===== src/common/rv_decode_settings.svh =====
`ifndef RV_DECODE_SETTINGS_SVH
`define RV_DECODE_SETTINGS_SVH

// ------------------------------------------------------------------------
// Widths
// ------------------------------------------------------------------------

`define RV_XLEN   32   // Data and address width
`define RV_REG_AW 5    // Register address width
`define RV_UOP_W  5    // Micro-op width

// ------------------------------------------------------------------------
// Reset value and trap causes
// ------------------------------------------------------------------------

`define RV_PC_RESET     32'h8000_0000
`define RV_TRAP_IACCESS 5'd1   // Fetch error
`define RV_TRAP_IOPCODE 5'd2   // Invalid encoding

`endif


===== src/common/rv_decode_pkg.sv =====
`include "rv_decode_settings.svh"

package rv_decode_pkg;

    // --------------------------------------------------------------------
    // Instruction word, seen in each base format
    // --------------------------------------------------------------------

    typedef enum logic [6:0] {
        opc_lui    = 7'b0110111,
        opc_auipc  = 7'b0010111,
        opc_jal    = 7'b1101111,
        opc_jalr   = 7'b1100111,
        opc_branch = 7'b1100011,
        opc_load   = 7'b0000011,
        opc_store  = 7'b0100011,
        opc_op_imm = 7'b0010011,
        opc_op     = 7'b0110011
    } opcode_e;

    typedef struct packed {
        logic [6:0] funct7;
        logic [4:0] rs2;
        logic [4:0] rs1;
        logic [2:0] funct3;
        logic [4:0] rd;
        logic [6:0] opcode;
    } r_fmt_t;

    typedef struct packed {
        logic [11:0] imm;
        logic [4:0]  rs1;
        logic [2:0]  funct3;
        logic [4:0]  rd;
        logic [6:0]  opcode;
    } i_fmt_t;

    typedef struct packed {
        logic [6:0] imm_hi;
        logic [4:0] rs2;
        logic [4:0] rs1;
        logic [2:0] funct3;
        logic [4:0] imm_lo;
        logic [6:0] opcode;
    } s_fmt_t;

    typedef struct packed {
        logic       imm_12;
        logic [5:0] imm_10_5;
        logic [4:0] rs2;
        logic [4:0] rs1;
        logic [2:0] funct3;
        logic [3:0] imm_4_1;
        logic       imm_11;
        logic [6:0] opcode;
    } b_fmt_t;

    typedef struct packed {
        logic [19:0] imm;
        logic [4:0]  rd;
        logic [6:0]  opcode;
    } u_fmt_t;

    typedef struct packed {
        logic       imm_20;
        logic [9:0] imm_10_1;
        logic       imm_11;
        logic [7:0] imm_19_12;
        logic [4:0] rd;
        logic [6:0] opcode;
    } j_fmt_t;

    typedef union packed {
        r_fmt_t r;
        i_fmt_t i;
        s_fmt_t s;
        b_fmt_t b;
        u_fmt_t u;
        j_fmt_t j;
    } instr_word_u;

    // --------------------------------------------------------------------
    // Unit select and micro-op codes
    // --------------------------------------------------------------------

    typedef struct packed {
        logic alu;
        logic cfu;
        logic lsu;
    } fu_t;

    typedef enum logic [`RV_UOP_W-1:0] {
        alu_add, alu_sub, alu_and, alu_or, alu_xor,
        alu_slt, alu_sltu, alu_sll, alu_srl, alu_sra
    } alu_op_e;

    typedef enum logic [`RV_UOP_W-1:0] {
        cfu_beq, cfu_bne, cfu_blt, cfu_bge,
        cfu_bltu, cfu_bgeu, cfu_jali, cfu_jalr
    } cfu_op_e;

    typedef enum logic [1:0] {
        lsu_byte, lsu_half, lsu_word
    } lsu_width_e;

    typedef struct packed {
        logic       load;
        logic       store;
        lsu_width_e width;
        logic       sign;   // Sign extend the loaded value
    } lsu_op_t;

    typedef struct packed {
        logic a_rs1;
        logic a_pcim;
        logic b_rs2;
        logic b_imm;
        logic c_rs2;
        logic c_pcim;
    } opr_src_t;

    // --------------------------------------------------------------------
    // Stage payloads
    // --------------------------------------------------------------------

    typedef struct packed {
        fu_t                  fu;
        logic [`RV_UOP_W-1:0] uop;
        opr_src_t             src;
        logic                 invalid;
    } class_t;

    typedef struct packed {
        logic [`RV_XLEN-1:0] imm;      // Operand immediate
        logic [`RV_XLEN-1:0] imm_pc;   // Added to the PC
    } imm_t;

    typedef struct packed {
        logic [`RV_REG_AW-1:0] rd;
        logic [`RV_XLEN-1:0]   opr_a;
        logic [`RV_XLEN-1:0]   opr_b;
        logic [`RV_XLEN-1:0]   opr_c;
        logic [`RV_UOP_W-1:0]  uop;
        fu_t                   fu;
        logic                  trap;
    } stage_t;

endpackage


===== src/decode/instr_classify.sv =====
`include "rv_decode_settings.svh"

module instr_classify import rv_decode_pkg::*; (
    input  instr_word_u data,   // Fetched word
    output class_t      cls
);

    logic                 ok;
    fu_t                  fu;
    logic [`RV_UOP_W-1:0] uop;
    opr_src_t             src;
    lsu_op_t              lop;
    logic [2:0]           f3;
    logic [6:0]           f7;

    assign f3 = data.r.funct3;
    assign f7 = data.r.funct7;   // Upper immediate bits on OP-IMM

    // Shared by OP and OP-IMM where alt picks sub or sra
    function automatic alu_op_e alu_decode(input logic [2:0] funct3, input logic alt);
        alu_op_e op;
        case (funct3)
            3'b000:  op = alt ? alu_sub : alu_add;
            3'b001:  op = alu_sll;
            3'b010:  op = alu_slt;
            3'b011:  op = alu_sltu;
            3'b100:  op = alu_xor;
            3'b101:  op = alt ? alu_sra : alu_srl;
            3'b110:  op = alu_or;
            default: op = alu_and;
        endcase
        return op;
    endfunction

    // ------------------------------------------------------------------------
    // Opcode match
    // ------------------------------------------------------------------------

    always_comb begin
        ok  = 1'b0;
        fu  = '0;
        uop = '0;
        src = '0;
        lop = '0;
        case (data.r.opcode)
            opc_lui: begin
                ok         = 1'b1;
                fu.alu     = 1'b1;
                uop        = alu_or;   // Zero OR immediate
                src.b_imm  = 1'b1;
            end
            opc_auipc: begin
                ok         = 1'b1;
                fu.alu     = 1'b1;
                uop        = alu_add;
                src.a_pcim = 1'b1;
            end
            opc_jal: begin
                ok         = 1'b1;
                fu.cfu     = 1'b1;
                uop        = cfu_jali;
                src.c_pcim = 1'b1;     // Jump target
            end
            opc_jalr: begin
                ok         = (f3 == 3'b000);
                fu.cfu     = 1'b1;
                uop        = cfu_jalr;
                src.a_rs1  = 1'b1;
                src.b_imm  = 1'b1;
            end
            opc_branch: begin
                ok         = (f3[2:1] != 2'b01);   // 010 and 011 unused
                fu.cfu     = 1'b1;
                case (f3)
                    3'b000:  uop = cfu_beq;
                    3'b001:  uop = cfu_bne;
                    3'b100:  uop = cfu_blt;
                    3'b101:  uop = cfu_bge;
                    3'b110:  uop = cfu_bltu;
                    default: uop = cfu_bgeu;
                endcase
                src.a_rs1  = 1'b1;
                src.b_rs2  = 1'b1;
                src.c_pcim = 1'b1;
            end
            opc_load: begin
                ok         = (f3 != 3'b011) && (f3[2:1] != 2'b11);
                fu.lsu     = 1'b1;
                lop.load   = 1'b1;
                lop.width  = lsu_width_e'(f3[1:0]);
                lop.sign   = !f3[2] && (f3[1:0] != 2'b10);   // lb, lh
                uop        = lop;
                src.a_rs1  = 1'b1;
                src.b_imm  = 1'b1;
            end
            opc_store: begin
                ok         = !f3[2] && (f3 != 3'b011);
                fu.lsu     = 1'b1;
                lop.store  = 1'b1;
                lop.width  = lsu_width_e'(f3[1:0]);
                uop        = lop;
                src.a_rs1  = 1'b1;
                src.b_imm  = 1'b1;
                src.c_rs2  = 1'b1;     // Store data
            end
            opc_op_imm: begin
                case (f3)
                    3'b001:  ok = (f7 == 7'b0000000);
                    3'b101:  ok = (f7 == 7'b0000000) || (f7 == 7'b0100000);
                    default: ok = 1'b1;
                endcase
                fu.alu     = 1'b1;
                uop        = alu_decode(f3, (f3 == 3'b101) && f7[5]);
                src.a_rs1  = 1'b1;
                src.b_imm  = 1'b1;
            end
            opc_op: begin
                ok         = (f7 == 7'b0000000) ||
                             ((f7 == 7'b0100000) && (f3 == 3'b000 || f3 == 3'b101));
                fu.alu     = 1'b1;
                uop        = alu_decode(f3, f7[5]);
                src.a_rs1  = 1'b1;
                src.b_rs2  = 1'b1;
            end
            default: ok = 1'b0;        // Compressed, system, fence, CSR
        endcase

        cls         = '0;
        cls.invalid = !ok;
        if (ok) begin
            cls.fu  = fu;
            cls.uop = uop;
            cls.src = src;
        end
    end

endmodule


===== src/decode/imm_extract.sv =====
`include "rv_decode_settings.svh"

module imm_extract import rv_decode_pkg::*; (
    input  instr_word_u data,
    output imm_t        imm
);

    logic [`RV_XLEN-1:0] imm_i;
    logic [`RV_XLEN-1:0] imm_s;
    logic [`RV_XLEN-1:0] imm_b;
    logic [`RV_XLEN-1:0] imm_u;
    logic [`RV_XLEN-1:0] imm_j;
    logic [`RV_XLEN-1:0] imm_sh;
    logic                shift;

    assign imm_i  = {{20{data.i.imm[11]}}, data.i.imm};
    assign imm_s  = {{20{data.s.imm_hi[6]}}, data.s.imm_hi, data.s.imm_lo};
    assign imm_b  = {{19{data.b.imm_12}}, data.b.imm_12, data.b.imm_11,
                     data.b.imm_10_5, data.b.imm_4_1, 1'b0};
    assign imm_u  = {data.u.imm, 12'b0};
    assign imm_j  = {{11{data.j.imm_20}}, data.j.imm_20, data.j.imm_19_12,
                     data.j.imm_11, data.j.imm_10_1, 1'b0};
    assign imm_sh = {27'b0, data.r.rs2};                // Shamt only
    assign shift  = (data.i.funct3[1:0] == 2'b01);      // slli, srli, srai

    always_comb begin
        imm = '0;
        case (data.r.opcode)
            opc_lui, opc_auipc: begin
                imm.imm    = imm_u;
                imm.imm_pc = imm_u;
            end
            opc_jal: begin
                imm.imm    = imm_j;
                imm.imm_pc = imm_j;
            end
            opc_branch: begin
                imm.imm    = imm_b;
                imm.imm_pc = imm_b;
            end
            opc_jalr, opc_load: imm.imm = imm_i;
            opc_store:          imm.imm = imm_s;
            opc_op_imm:         imm.imm = shift ? imm_sh : imm_i;
            default:            imm     = '0;
        endcase
    end

endmodule


===== src/hdl/pc_track.sv =====
`include "rv_decode_settings.svh"

module pc_track (
    input  logic                g_clk,
    input  logic                g_resetn,
    input  logic                advance,       // Word accepted this cycle
    input  logic                cf_req,
    input  logic                cf_ack,
    input  logic [`RV_XLEN-1:0] cf_target,
    input  logic [`RV_XLEN-1:0] imm_pc,
    output logic [`RV_XLEN-1:0] pc_plus_imm
);

    logic [`RV_XLEN-1:0] pc;

    // ------------------------------------------------------------------------
    // Program counter
    // ------------------------------------------------------------------------

    always_ff @(posedge g_clk) begin
        if (!g_resetn) begin
            pc <= `RV_PC_RESET;
        end else if (cf_req && cf_ack) begin
            pc <= cf_target;                  // Redirect wins
        end else if (advance) begin
            pc <= pc + `RV_XLEN'd4;           // All kept instructions are 4 bytes
        end
    end

    // Branch and jump targets, AUIPC result
    assign pc_plus_imm = pc + imm_pc;

endmodule


===== src/hdl/operand_assemble.sv =====
`include "rv_decode_settings.svh"

module operand_assemble import rv_decode_pkg::*; (
    input  class_t                cls,
    input  imm_t                  imm,
    input  logic [`RV_XLEN-1:0]   rs1_rdata,
    input  logic [`RV_XLEN-1:0]   rs2_rdata,
    input  logic [`RV_XLEN-1:0]   pc_plus_imm,
    input  logic [`RV_REG_AW-1:0] rd_field,
    input  logic                  fetch_error,
    output stage_t                entry
);

    lsu_op_t lop;
    logic    trap;
    logic    no_rd;

    assign lop   = cls.uop;
    assign trap  = cls.invalid || fetch_error;
    assign no_rd = (cls.fu.lsu && lop.store) ||
                   (cls.fu.cfu && cls.uop != cfu_jali && cls.uop != cfu_jalr);

    // ------------------------------------------------------------------------
    // Operand selection
    // ------------------------------------------------------------------------

    assign entry.opr_a = {`RV_XLEN{cls.src.a_rs1}}  & rs1_rdata |
                         {`RV_XLEN{cls.src.a_pcim}} & pc_plus_imm;

    assign entry.opr_b = {`RV_XLEN{cls.src.b_rs2}}  & rs2_rdata |
                         {`RV_XLEN{cls.src.b_imm}}  & imm.imm;

    assign entry.opr_c = {`RV_XLEN{cls.src.c_rs2}}  & rs2_rdata |
                         {`RV_XLEN{cls.src.c_pcim}} & pc_plus_imm;

    // ------------------------------------------------------------------------
    // Destination and trap
    // ------------------------------------------------------------------------

    always_comb begin
        if (trap) begin
            // Invalid encoding beats a fetch error
            entry.rd = cls.invalid ? `RV_TRAP_IOPCODE : `RV_TRAP_IACCESS;
        end else if (no_rd) begin
            entry.rd = '0;                 // Stores and branches
        end else begin
            entry.rd = rd_field;
        end
    end

    assign entry.uop  = cls.uop;
    assign entry.fu   = cls.fu;
    assign entry.trap = trap;

endmodule


===== src/hdl/stage_register.sv =====
module stage_register import rv_decode_pkg::*; (
    input  logic   g_clk,
    input  logic   g_resetn,
    input  logic   valid_in,
    input  stage_t entry_in,
    input  logic   bubble,
    input  logic   flush,
    output logic   busy_in,
    output logic   valid_out,
    output stage_t entry_out,
    input  logic   busy_out
);

    logic   stall;
    stage_t bubble_entry;

    assign stall   = valid_out && busy_out;   // Held entry not taken
    assign busy_in = stall || bubble;

    // Operands pass through and everything else is cleared
    always_comb begin
        bubble_entry      = entry_in;
        bubble_entry.rd   = '0;
        bubble_entry.uop  = '0;
        bubble_entry.fu   = '0;
        bubble_entry.trap = 1'b0;
    end

    always_ff @(posedge g_clk) begin
        if (!g_resetn) begin
            valid_out <= 1'b0;
        end else if (flush) begin
            valid_out <= 1'b0;
        end else if (!stall) begin
            valid_out <= valid_in || bubble;
        end
    end

    always_ff @(posedge g_clk) begin
        if (!stall && (valid_in || bubble)) begin
            entry_out <= bubble ? bubble_entry : entry_in;
        end
    end

endmodule


===== src/decode/rv_decode_stage.sv =====
`include "rv_decode_settings.svh"

module rv_decode_stage import rv_decode_pkg::*; (
    input  logic                  g_clk,
    input  logic                  g_resetn,
    input  logic                  s1_valid,
    output logic                  s1_busy,
    input  logic [`RV_XLEN-1:0]   s1_data,
    input  logic                  s1_error,     // Fetch error on s1_data
    input  logic                  s1_flush,
    input  logic                  s1_bubble,
    output logic [`RV_REG_AW-1:0] s1_rs1_addr,
    output logic [`RV_REG_AW-1:0] s1_rs2_addr,
    input  logic [`RV_XLEN-1:0]   s1_rs1_rdata,
    input  logic [`RV_XLEN-1:0]   s1_rs2_rdata,
    input  logic                  cf_req,
    input  logic [`RV_XLEN-1:0]   cf_target,
    input  logic                  cf_ack,
    output logic                  s2_valid,
    input  logic                  s2_busy,
    output stage_t                s2_entry
);

    instr_word_u         word;
    class_t              cls;
    imm_t                imm;
    logic [`RV_XLEN-1:0] pc_plus_imm;
    stage_t              entry;
    logic                advance;

    assign word        = s1_data;
    assign s1_rs1_addr = word.r.rs1;
    assign s1_rs2_addr = word.r.rs2;
    assign advance     = s1_valid && !s1_busy;   // Word accepted

    instr_classify i_classify (
        .data (word),
        .cls  (cls)
    );

    imm_extract i_imm (
        .data (word),
        .imm  (imm)
    );

    pc_track i_pc (
        .g_clk       (g_clk),
        .g_resetn    (g_resetn),
        .advance     (advance),
        .cf_req      (cf_req),
        .cf_ack      (cf_ack),
        .cf_target   (cf_target),
        .imm_pc      (imm.imm_pc),
        .pc_plus_imm (pc_plus_imm)
    );

    operand_assemble i_operands (
        .cls         (cls),
        .imm         (imm),
        .rs1_rdata   (s1_rs1_rdata),
        .rs2_rdata   (s1_rs2_rdata),
        .pc_plus_imm (pc_plus_imm),
        .rd_field    (word.r.rd),
        .fetch_error (s1_error),
        .entry       (entry)
    );

    stage_register i_s2_reg (
        .g_clk     (g_clk),
        .g_resetn  (g_resetn),
        .valid_in  (s1_valid),
        .entry_in  (entry),
        .bubble    (s1_bubble),
        .flush     (s1_flush),
        .busy_in   (s1_busy),
        .valid_out (s2_valid),
        .entry_out (s2_entry),
        .busy_out  (s2_busy)
    );

endmodule


===== config.mk =====
export PLATFORM = sky130hd
export DESIGN_NAME = rv_decode_stage
export DESIGN_NICKNAME = d
export VERILOG_FILES = /design/src/common/rv_decode_pkg.sv /design/src/decode/instr_classify.sv /design/src/decode/imm_extract.sv /design/src/hdl/pc_track.sv /design/src/hdl/operand_assemble.sv /design/src/hdl/stage_register.sv /design/src/decode/rv_decode_stage.sv
export VERILOG_INCLUDE_DIRS = /design/src /design/src/common
export SDC_FILE = /design/constraint.sdc
export NUM_CORES = 1
export LEC_CHECK = 0
export BUFFER_PORTS_ARGS = -buffer_cell sky130_fd_sc_hd__buf_2
export CAP_MARGIN = 20
export CORE_UTILIZATION = 30
export CTS_CLUSTER_DIAMETER = 60
export DETAILED_ROUTE_END_ITERATION = 8
export GPL_TIMING_DRIVEN = 0
export PLACE_DENSITY_LB_ADDON = 0.08
export SLEW_MARGIN = 20
export SYNTH_ARGS = -nofsm -noshare
export SYNTH_HDL_FRONTEND = slang
export SYNTH_HIERARCHICAL = 1
export SYNTH_SLANG_ARGS = --single-unit

===== constraint.sdc =====
create_clock -name g_clk -period 5.3 [get_ports g_clk]
set_input_delay 1.325 -clock g_clk [delete_from_list [all_inputs] [get_ports g_clk]]
set_output_delay 1.325 -clock g_clk [all_outputs]
set_load 0.05 [all_outputs]

---- After elaboration in Yosys (flattened, before gate mapping) ----
Cells that the tools add are included.
word-level totals
  word-level logic and storage cells ...... 113
  output and inout port bits .............. 122
  bits in registers ....................... 143
operators by class
  eq/ne operators ......................... 23
  reduce and logical (&&, ||, !) cells .... 38
  add/sub/neg operators ................... 2
  mux-type cells .......................... 28
  bitwise gates (word level) .............. 11
operators with widths
  kind                                                  count
  AND 32 bit                                            6
  one-hot mux 32 bit (6 select lines)                   1
  two-way mux 32 bit                                    3
  bitwise OR 32 bit                                     3
  one-hot mux 32 bit (3 select lines)                   1
  one-hot mux 5 bit (7 select lines)                    2
  one-hot mux 5 bit (8 select lines)                    1
  adder 32 x 3 -> 32 bit (second input constant)        1
  adder 32 bit                                          1
  equality test 7 x 6 -> 1 bit (second input constant)  4
  equality test 7 bit (second input constant)           3
  one-hot mux 3 bit (5 select lines)                    1
  equality test 7 x 5 -> 1 bit (second input constant)  2
  two-way mux 14 bit                                    1
  OR reduction 2 bit                                    7
  two-way mux 1 bit                                     13
  logical AND 1 bit                                     12
  two-way mux 5 bit                                     2
  != test 5 x 3 -> 1 bit (second input constant)        2
  equality test 3 bit (second input constant)           3
  equality test 7 x 2 -> 1 bit (second input constant)  1
  zero test 7 bit                                       1
  logical OR 1 bit                                      7
  one-hot mux 1 bit (7 select lines)                    1
  other kinds (16)                                      23

---- Longest topological paths before layout ----
Gate-level depths: netlist of the first run.
  depth after elaboration ................. 12
  depth in mapped cells ................... 17
  gate-level depth less buffers ........... 13

---- Cells and area by module ----
Netlist of the first run, hierarchy kept.
modules (own cells, without submodules)
  module            area an instance (um^2)  times used  cells an instance  sequential area each (um^2)
  stage_register    3,468.3                  1           132                3,323.2
  pc_track          3,258.1                  1           430                640.6
  operand_assemble  1,073.5                  1           135                0.0
  imm_extract       825.8                    1           116                0.0
  instr_classify    538.0                    1           86                 0.0
  rv_decode_stage   88.8                     1           11                 0.0

---- Least setup slack after synthesis of the first run ----
No wires, ideal clock.
  path kind ............................... input to register
  start ................................... input s1_bubble
  end ..................................... register i_s2_reg/entry_out[0] in the netlist's numbering, enable pin
  arrival ................................. 4.402 ns
  path buffers ............................ 1
  slack ................................... 0.389 ns
  cell stages on the path ................. 3
  data required time ...................... 4.791 ns
  setup time .............................. 0.509 ns
  cells stage by stage .................... buf_6 > nor2_2 > a21oi_2
between the ends
  longest elaborated chain between the ends .. 2
ends and longest elaborated chain
  item                  line                   RTL
  from (decl)           rv_decode_stage.sv:11  input logic s1_bubble,
  logical OR 1 bit      stage_register.sv:40   if (!stall && (valid_in || bubble)) begin
  logical AND 1 bit     stage_register.sv:40
  to (signal assigned)  stage_register.sv:41   entry_out <= bubble ? bubble_entry : entry_in;
  to (decl)             stage_register.sv:10   output stage_t entry_out,
No other way between the ends.
A chain may end at the register's enable or synchronous reset.

==> results by group, run 1 <==
Layout
  – Net count, final: 1364
  – Synth-to-layout area growth: 27.4%
  – Final non-filler cell total: 1597
  – Final instance area: 11800 um^2
  – Ratio of cells with drive above 1 in the final layout: 32.9%
  – Diodes inserted: 0
  – Register Area: 3960 um^2
  – Final core utilization: 39.4%
  – Filler cell count: 3068
  – Area of the multi-input gates: 4820 um^2

Power
  – Pwr dens: 265 nW/um^2
  – Leakage: 5.48 nW
  – Total Power: 3.12 mW
  – Clock share of power: 38.7%
  – Psw: 0.987 mW
  – Internal power: 2.14 mW
  – Share of power burned in registers: 42.1%
  – Peak supply drop: 0.000211 V
  – Comb pwr share: 19.2%
  – Switching Share: 31.6%

Die
  – Die Span Y: 178 um
  – Num rows: 63
  – DIE WIDTH: 178 um
  – Num ports: 259
  – Core box area: 30000 um^2
  – Initial core utilization: 30.9%
  – Die Area: 31500 um^2

Clock tree
  – Clock slew at reported path FFs: 0.06 ns
  – CTS Sinks: 143
  – TritonCTS Buffers: 17
  – Clock buffer depth: 2
  – Post-CTS Hold Buffers: 0
  – Clock latency on the worst-skew pair: 0.44 ns
  – H-tree levels: 4
  – CTS Root Cell: clkbuf_16
  – CTS tree: built

Yosys
  – Synthesized netlist cell count: 910
  – Post-synth EDFFs: 110
  – Syn Nets: 1080
  – Sequential fraction of the synthesis area: 42.8%
  – FFs w/ async S/R, synth: 0%
  – Ys flop type: edfxtp_1
  – Largest cells by area after synthesis: edfxtp_1, a22o_1, dfxtp_1, ha_1, xor2_1
  – Post-synth top area share: 35.7%
  – Number of warnings issued by yosys: 6
  – Post-synth top cells: edfxtp_1, a22o_1, nor2_1
  – Mapped Area: 9250 um^2
  – Yosys cell types: 84
  – Most common cell in the netlist: edfxtp_1
  – Synth Area per Inst: 10.2 um^2
  – Post-synthesis register bit count: 143
  – Area leader, netlist: edfxtp_1

Outcome
  – Status: finished clean

Setup path
  – CP peak stage delay: 0.44 ns
  – Critical Path Sink Type: flop
  – Arr. time, crit path: 5.27 ns
  – Crit path max-delay family: compound AO/OA/AOI/OAI gates
  – Critical path's slowest cell: xnor2_1
  – Worst path cell trace: buf_2 > buf_2 > xnor2_1 > and3_1 > buf_2 > buf_6 > a21o_1 > ha_1 > clkbuf_1 > a211oi_1 > o211ai_1 > a21boi_0 > o211ai_1 > a21oi_1 > o21ai_1 > xnor2_1 > a22o_1
  – Worst Path Required: 5.60 ns
  – Crit Path Max Fanout: 10
  – Startpoint type of the worst setup path: primary input
  – Buf+Inv Stages, Crit Path: 5
  – Crit Path Category: in2reg
  – Worst R2R Path Depth: 9
  – Cell mode on critical path: buf_2
  – CP Depth: 17

STA
  – Worst relative slew slack: 22.7%
  – Final WS setup: 0.328 ns
  – Final setup viols: 0
  – Post-layout min period: 4.97 ns
  – Final Hold Viols: 0
  – Final clock skew: 0.0107 ns
  – Part of the cycle the worst path needs: 93.8%
  – RSZ-0062 raised after global routing: false
  – Slew Viols, Final: 0
  – F_max: 201 MHz
  – Worst slew pin tran: 1.15 ns

Detailed routing
  – Drt drc: 0
  – Detailed Route WL: 33400 um
  – Avg WL per Cell: 20.9 um
  – Initial drt markers: 532
  – First-pass detailed-route iteration total: 6
  – DR vias/cell: 5.22
  – Final ANT Viol Nets: 0
  – Via count: 8329

Placement
  – I/O Buffers: 258
  – Dpl hpwl: 26800 um
  – Dpl cell area: 11200 um^2
  – Worst slack, placed: -0.205 ns
  – Post-Place Cells: 1565
  – Placer Congestion: 0.912

Global routing
  – Initial antenna violation count: 0
  – Total Routing Usage GR: 21.3%
  – Vias in the first global route: 7936
  – Overflow left after global routing: 0
  – Largest net degree at the start of global routing: 22
  – First-pass GRT wire length: 49500 um

Job
  – Max-Cap Viols: 0

Hold path
  – Worst Hold Class: reg2reg
  – Hold Path Depth: 2
cells by family after synthesis:
group                    synth area share (%)
XOR/XNOR                                 5.68
AO/OA/AOI/OAI                            25.8
buffers and inverters                    5.34
other                                  0.0405
AND/OR/NAND/NOR                          15.5
multiplexers                            0.230
flip-flops                               42.8
adder cells (fa/ha/maj)                  4.54
cells in the final DEF (no fill, tap or decap), drive strengths merged, types with 7 or more instances in the layout:
cell / instances
nand3: 16
a22o: 100
o21ai: 35
nand2b: 7
edfxtp: 110
nor3: 16
o211ai: 7
nand2: 60
a21o: 32
and3: 21
a22oi: 7
ha: 32
a31oi: 7
a211oi: 22
a211o: 24
clkbuf: 45
buf: 319
nor2b: 23
nand4: 19
nor2: 67
inv: 14
a21oi: 48
dfxtp: 33
xnor2: 26
xor2: 34
metal layers:
metal,vias to the layer above,track usage (%),share of wire [%]
met5,-,0,0
met4,0,4.99,1.1
met3,21,3.53,5.9
met2,307,33.0,44
met1,3959,30.7,49
li1,4042,-,-
worst min-delay path: stages, from the launching register on:
cell	delay, ns
dfxtp_1	0.34
nand2_1	0.10
a21oi_2	0.05
layout make-up:
class / instances / share of cell area [%]
Timing Repair Buffer: 265 / 12.3
Buffer: 80 / 3.81
Clock buffer: 19 / 3.67
Clock inverter: 13 / 1.18
Inverter: 12 / 0.382
Sequential cell: 143 / 33.6
Multi-Input combinational cell: 675 / 40.9
Tap cell: 390 / 4.14
metrics by stage:
step | hold slack (ns) | setup TNS, ns
2_1_floorplan | 0.440 | 0
3_3_place_gp | 0.504 | -143.65
3_5_place_dp | 0.532 | -0.392
4_1_cts | 0.545 | 0
5_1_grt | 0.580 | 0
6_report | 0.541 | 0
state kept, by name (all words and copies together) (netlist names):
name and cells:
i_pc/pc 32, i_s2_reg/entry_out 110, i_s2_reg/valid_out 1
what timing repair did:
item	in CTS	in global routing
buffers inserted	0	0
gates resized for setup	0	1
setup endpoints to repair	0	1
worst paths after layout:
| path | start | end | slack [ns] |
|---|---|---|---|
| worst max-delay path | s1_data[3] | i_s2_reg/entry_out[104]$_DFFE_PP_ | 0.33 |
| worst min-delay path | i_s2_reg/valid_out$_SDFFE_PP0N_ | i_s2_reg/valid_out$_SDFFE_PP0N_ | 0.54 |
| worst max register to register | i_pc/pc[1]$_SDFFE_PN0P_ | i_s2_reg/entry_out[39]$_DFFE_PP_ | 2.08 |
| worst min register to register | i_s2_reg/valid_out$_SDFFE_PP0N_ | i_s2_reg/valid_out$_SDFFE_PP0N_ | 0.54 |
power by group through the flow:
stage               combinational [mW]  sequential, mW  clock [mW]
global placement                 0.577            1.35           0
CTS                              0.600            1.32        1.24
finish                           0.600            1.32        1.21
global route                     0.637            1.32        1.29
floorplan                        0.189            1.52           0
detailed placement               0.599            1.34           0
(Power assumes the default switching activity.)
==> run 2: changes to the inputs <==
CTS_BUF_LIST = sky130_fd_sc_hd__clkbuf_8 sky130_fd_sc_hd__clkbuf_16   (was default)
==> results by group, run 2 (same netlist as run 1, synthesis figures left out) <==
Die
  – Num rows: 63 (unchanged)
  – Die Span Y: 178 um (unchanged)
  – Die Area: 31500 um^2 (unchanged)
  – Core box area: 30000 um^2 (unchanged)
  – Initial core utilization: 30.9% (unchanged)
  – Num ports: 259 (unchanged)
  – DIE WIDTH: 178 um (unchanged)

Hold path
  – Hold Startpoint: i_s2_reg/valid_out$_SDFFE_PP0N_ (unchanged)
  – Hold Path Depth: 2 (unchanged)
  – Worst Hold Class: reg2reg (unchanged)

Power
  – Leakage: 5.48 nW (about the same)
  – Peak supply drop: 0.000211 V (about the same)
  – Pwr dens: 265 nW/um^2 (about the same)

STA
  – Slew Viols, Final: 0 (unchanged)
  – Final setup viols: 0 (unchanged)
  – Final clock skew: 0.0107 ns (about the same)
  – Worst relative slew slack: 22.6% (was 22.7%)
  – Post-layout min period: 4.96 ns (was 4.97 ns)
  – RSZ-0062 raised after global routing: false (unchanged)
  – Part of the cycle the worst path needs: 93.6% (was 93.8%)
  – Worst slew pin tran: 1.15 ns (about the same)
  – F_max: 202 MHz (was 201 MHz)
  – Final Hold Viols: 0 (unchanged)
  – Min Hold Slack: 0.541 ns (unchanged)

Clock tree
  – CTS tree: built (unchanged)
  – Post-CTS Hold Buffers: 0 (unchanged)
  – Clock latency on the worst-skew pair: 0.44 ns (about the same)
  – TritonCTS Buffers: 17 (unchanged)
  – H-tree levels: 4 (unchanged)
  – CTS Root Cell: clkbuf_16 (unchanged)
  – Post-CTS setup buffer count: 0 (unchanged)
  – PostCTS Resize Cnt: 0 (unchanged)
  – Clock slew at reported path FFs: 0.06 ns (about the same)
  – CTS Sinks: 143 (unchanged)
  – Clock buffer depth: 2 (unchanged)

Detailed routing
  – Via count: 8327 (was 8329)
  – DR vias/cell: 5.21 (was 5.22)
  – Detailed Route WL: 33400 um (about the same)
  – Final ANT Viol Nets: 0 (unchanged)
  – First-pass detailed-route iteration total: 6 (unchanged)
  – Drt drc: 0 (unchanged)
  – Avg WL per Cell: 20.9 um (about the same)
  – Initial drt markers: 533 (was 532)

Layout
  – Area of the multi-input gates: 4820 um^2 (unchanged)
  – Ratio of cells with drive above 1 in the final layout: 32.9% (unchanged)
  – Filler cell count: 3068 (unchanged)
  – Most frequent cells in the layout: buf_2, edfxtp_1, a22o_1 (unchanged)
  – Final instance area: 11800 um^2 (unchanged)
  – Register Area: 3960 um^2 (unchanged)
  – Largest registers: i_s2_reg/entry_out: 110 flops, i_pc/pc: 32 flops, i_s2_reg/valid_out: 1 flops (unchanged)
  – Largest reg by FF count: i_s2_reg/entry_out (unchanged)
  – Commonest non-fill, non-tap cell in the layout: buf_2 (unchanged)
  – Synth-to-layout area growth: 27.4% (unchanged)
  – Diodes inserted: 0 (unchanged)
  – Max FFs per register: 110 (unchanged)
  – Net count, final: 1364 (unchanged)

Global routing
  – Total Routing Usage GR: 21.3% (unchanged)
  – Vias in the first global route: 7936 (unchanged)
  – Largest net degree at the start of global routing: 22 (unchanged)
  – Overflow left after global routing: 0 (unchanged)
  – Initial antenna violation count: 0 (unchanged)
  – First-pass GRT wire length: 49500 um (unchanged)

Placement
  – Dpl hpwl: 26800 um (unchanged)
  – Placer Congestion: 0.912 (unchanged)
  – Dpl cell area: 11200 um^2 (unchanged)
  – I/O Buffers: 258 (unchanged)

Setup path
  – Startpoint type of the worst setup path: primary input (unchanged)
  – Worst R2R Path Depth: 9 (unchanged)
  – Critical Path Sink Type: flop (unchanged)
  – Arr. time, crit path: 5.26 ns (was 5.27 ns)
  – Cell mode on critical path: buf_2 (unchanged)
  – CP Launch Point: s1_data[3] (unchanged)
  – Worst path cell trace: buf_2 > buf_2 > xnor2_1 > and3_1 > buf_2 > buf_6 > a21o_1 > ha_1 > clkbuf_1 > a211oi_1 > o211ai_1 > a21boi_0 > o211ai_1 > a21oi_1 > o21ai_1 > xnor2_1 > a22o_1 (unchanged)
  – CP peak stage delay: 0.44 ns (about the same)
  – Crit Path Max Fanout: 10 (unchanged)
  – R2r startpoint: i_pc/pc[1]$_SDFFE_PN0P_ (unchanged)
  – Worst Path Required: 5.60 ns (about the same)
  – Critical path's slowest cell: xnor2_1 (unchanged)
  – Crit Path Category: in2reg (unchanged)

Job
  – Max-Cap Viols: 0 (unchanged)

Outcome
  – Status: finished clean (unchanged)
run 2: cell types whose count changed in the layout (fill, tap and decap cells not counted):
cell	change
inv_1	+2
clkbuf_1	-2
run 2: worst paths after layout:
path                                  endpoint  slack [ns]
min            i_s2_reg/valid_out$_SDFFE_PP0N_        0.54
max          i_s2_reg/entry_out[104]$_DFFE_PP_        0.34
max reg2reg   i_s2_reg/entry_out[39]$_DFFE_PP_        2.08
min reg2reg    i_s2_reg/valid_out$_SDFFE_PP0N_        0.54
run 2: metal layers:
metal / global-route usage (%) / routed length (um)
met5: 0 / 0
met4: 4.99 / 363
met3: 3.53 / 2000
met2: 33.0 / 14700
met1: 30.7 / 16300
run 2: worst max-delay path: cells and delay by family:
kind	cells	cell delay (ns)
fa+ha+maj	1	0.23
xor+xnor	2	0.83
buf+inv	5	0.93
compound gates	8	1.69
simple gates	1	0.25
run 2: area by class of cell:
type	count	share of cell area, %
clock inverter	15	1.24
tap	390	4.14
multi-input combinational	675	40.9
sequential	143	33.6
timing repair buffer	265	12.3
inverter	12	0.382
buffer	80	3.81
clock buffer	17	3.61
run 2: stage by stage:
step	setup WS (ns)	util [%]	power [mW]	TNS [ns]	instances
detailed placement	-0.205	37.4	1.94	-0.392	1565
floorplan	0.389	-	1.71	0	910
finish	0.338	39.4	3.12	0	1597
global route	0.0848	39.4	3.25	0	1597
CTS	0.254	39.3	3.15	0	1597
global placement	-1.33	36.8	1.93	-143.65	1558
run 2: power by group:
| part | internal, mW | switching [mW] | total (mW) |
|---|---|---|---|
| clock | 0.689 | 0.515 | 1.20 |
| sequential | 1.27 | 0.0413 | 1.32 |
| combinational | 0.169 | 0.431 | 0.600 |
| total | 2.13 | 0.987 | 3.12 |
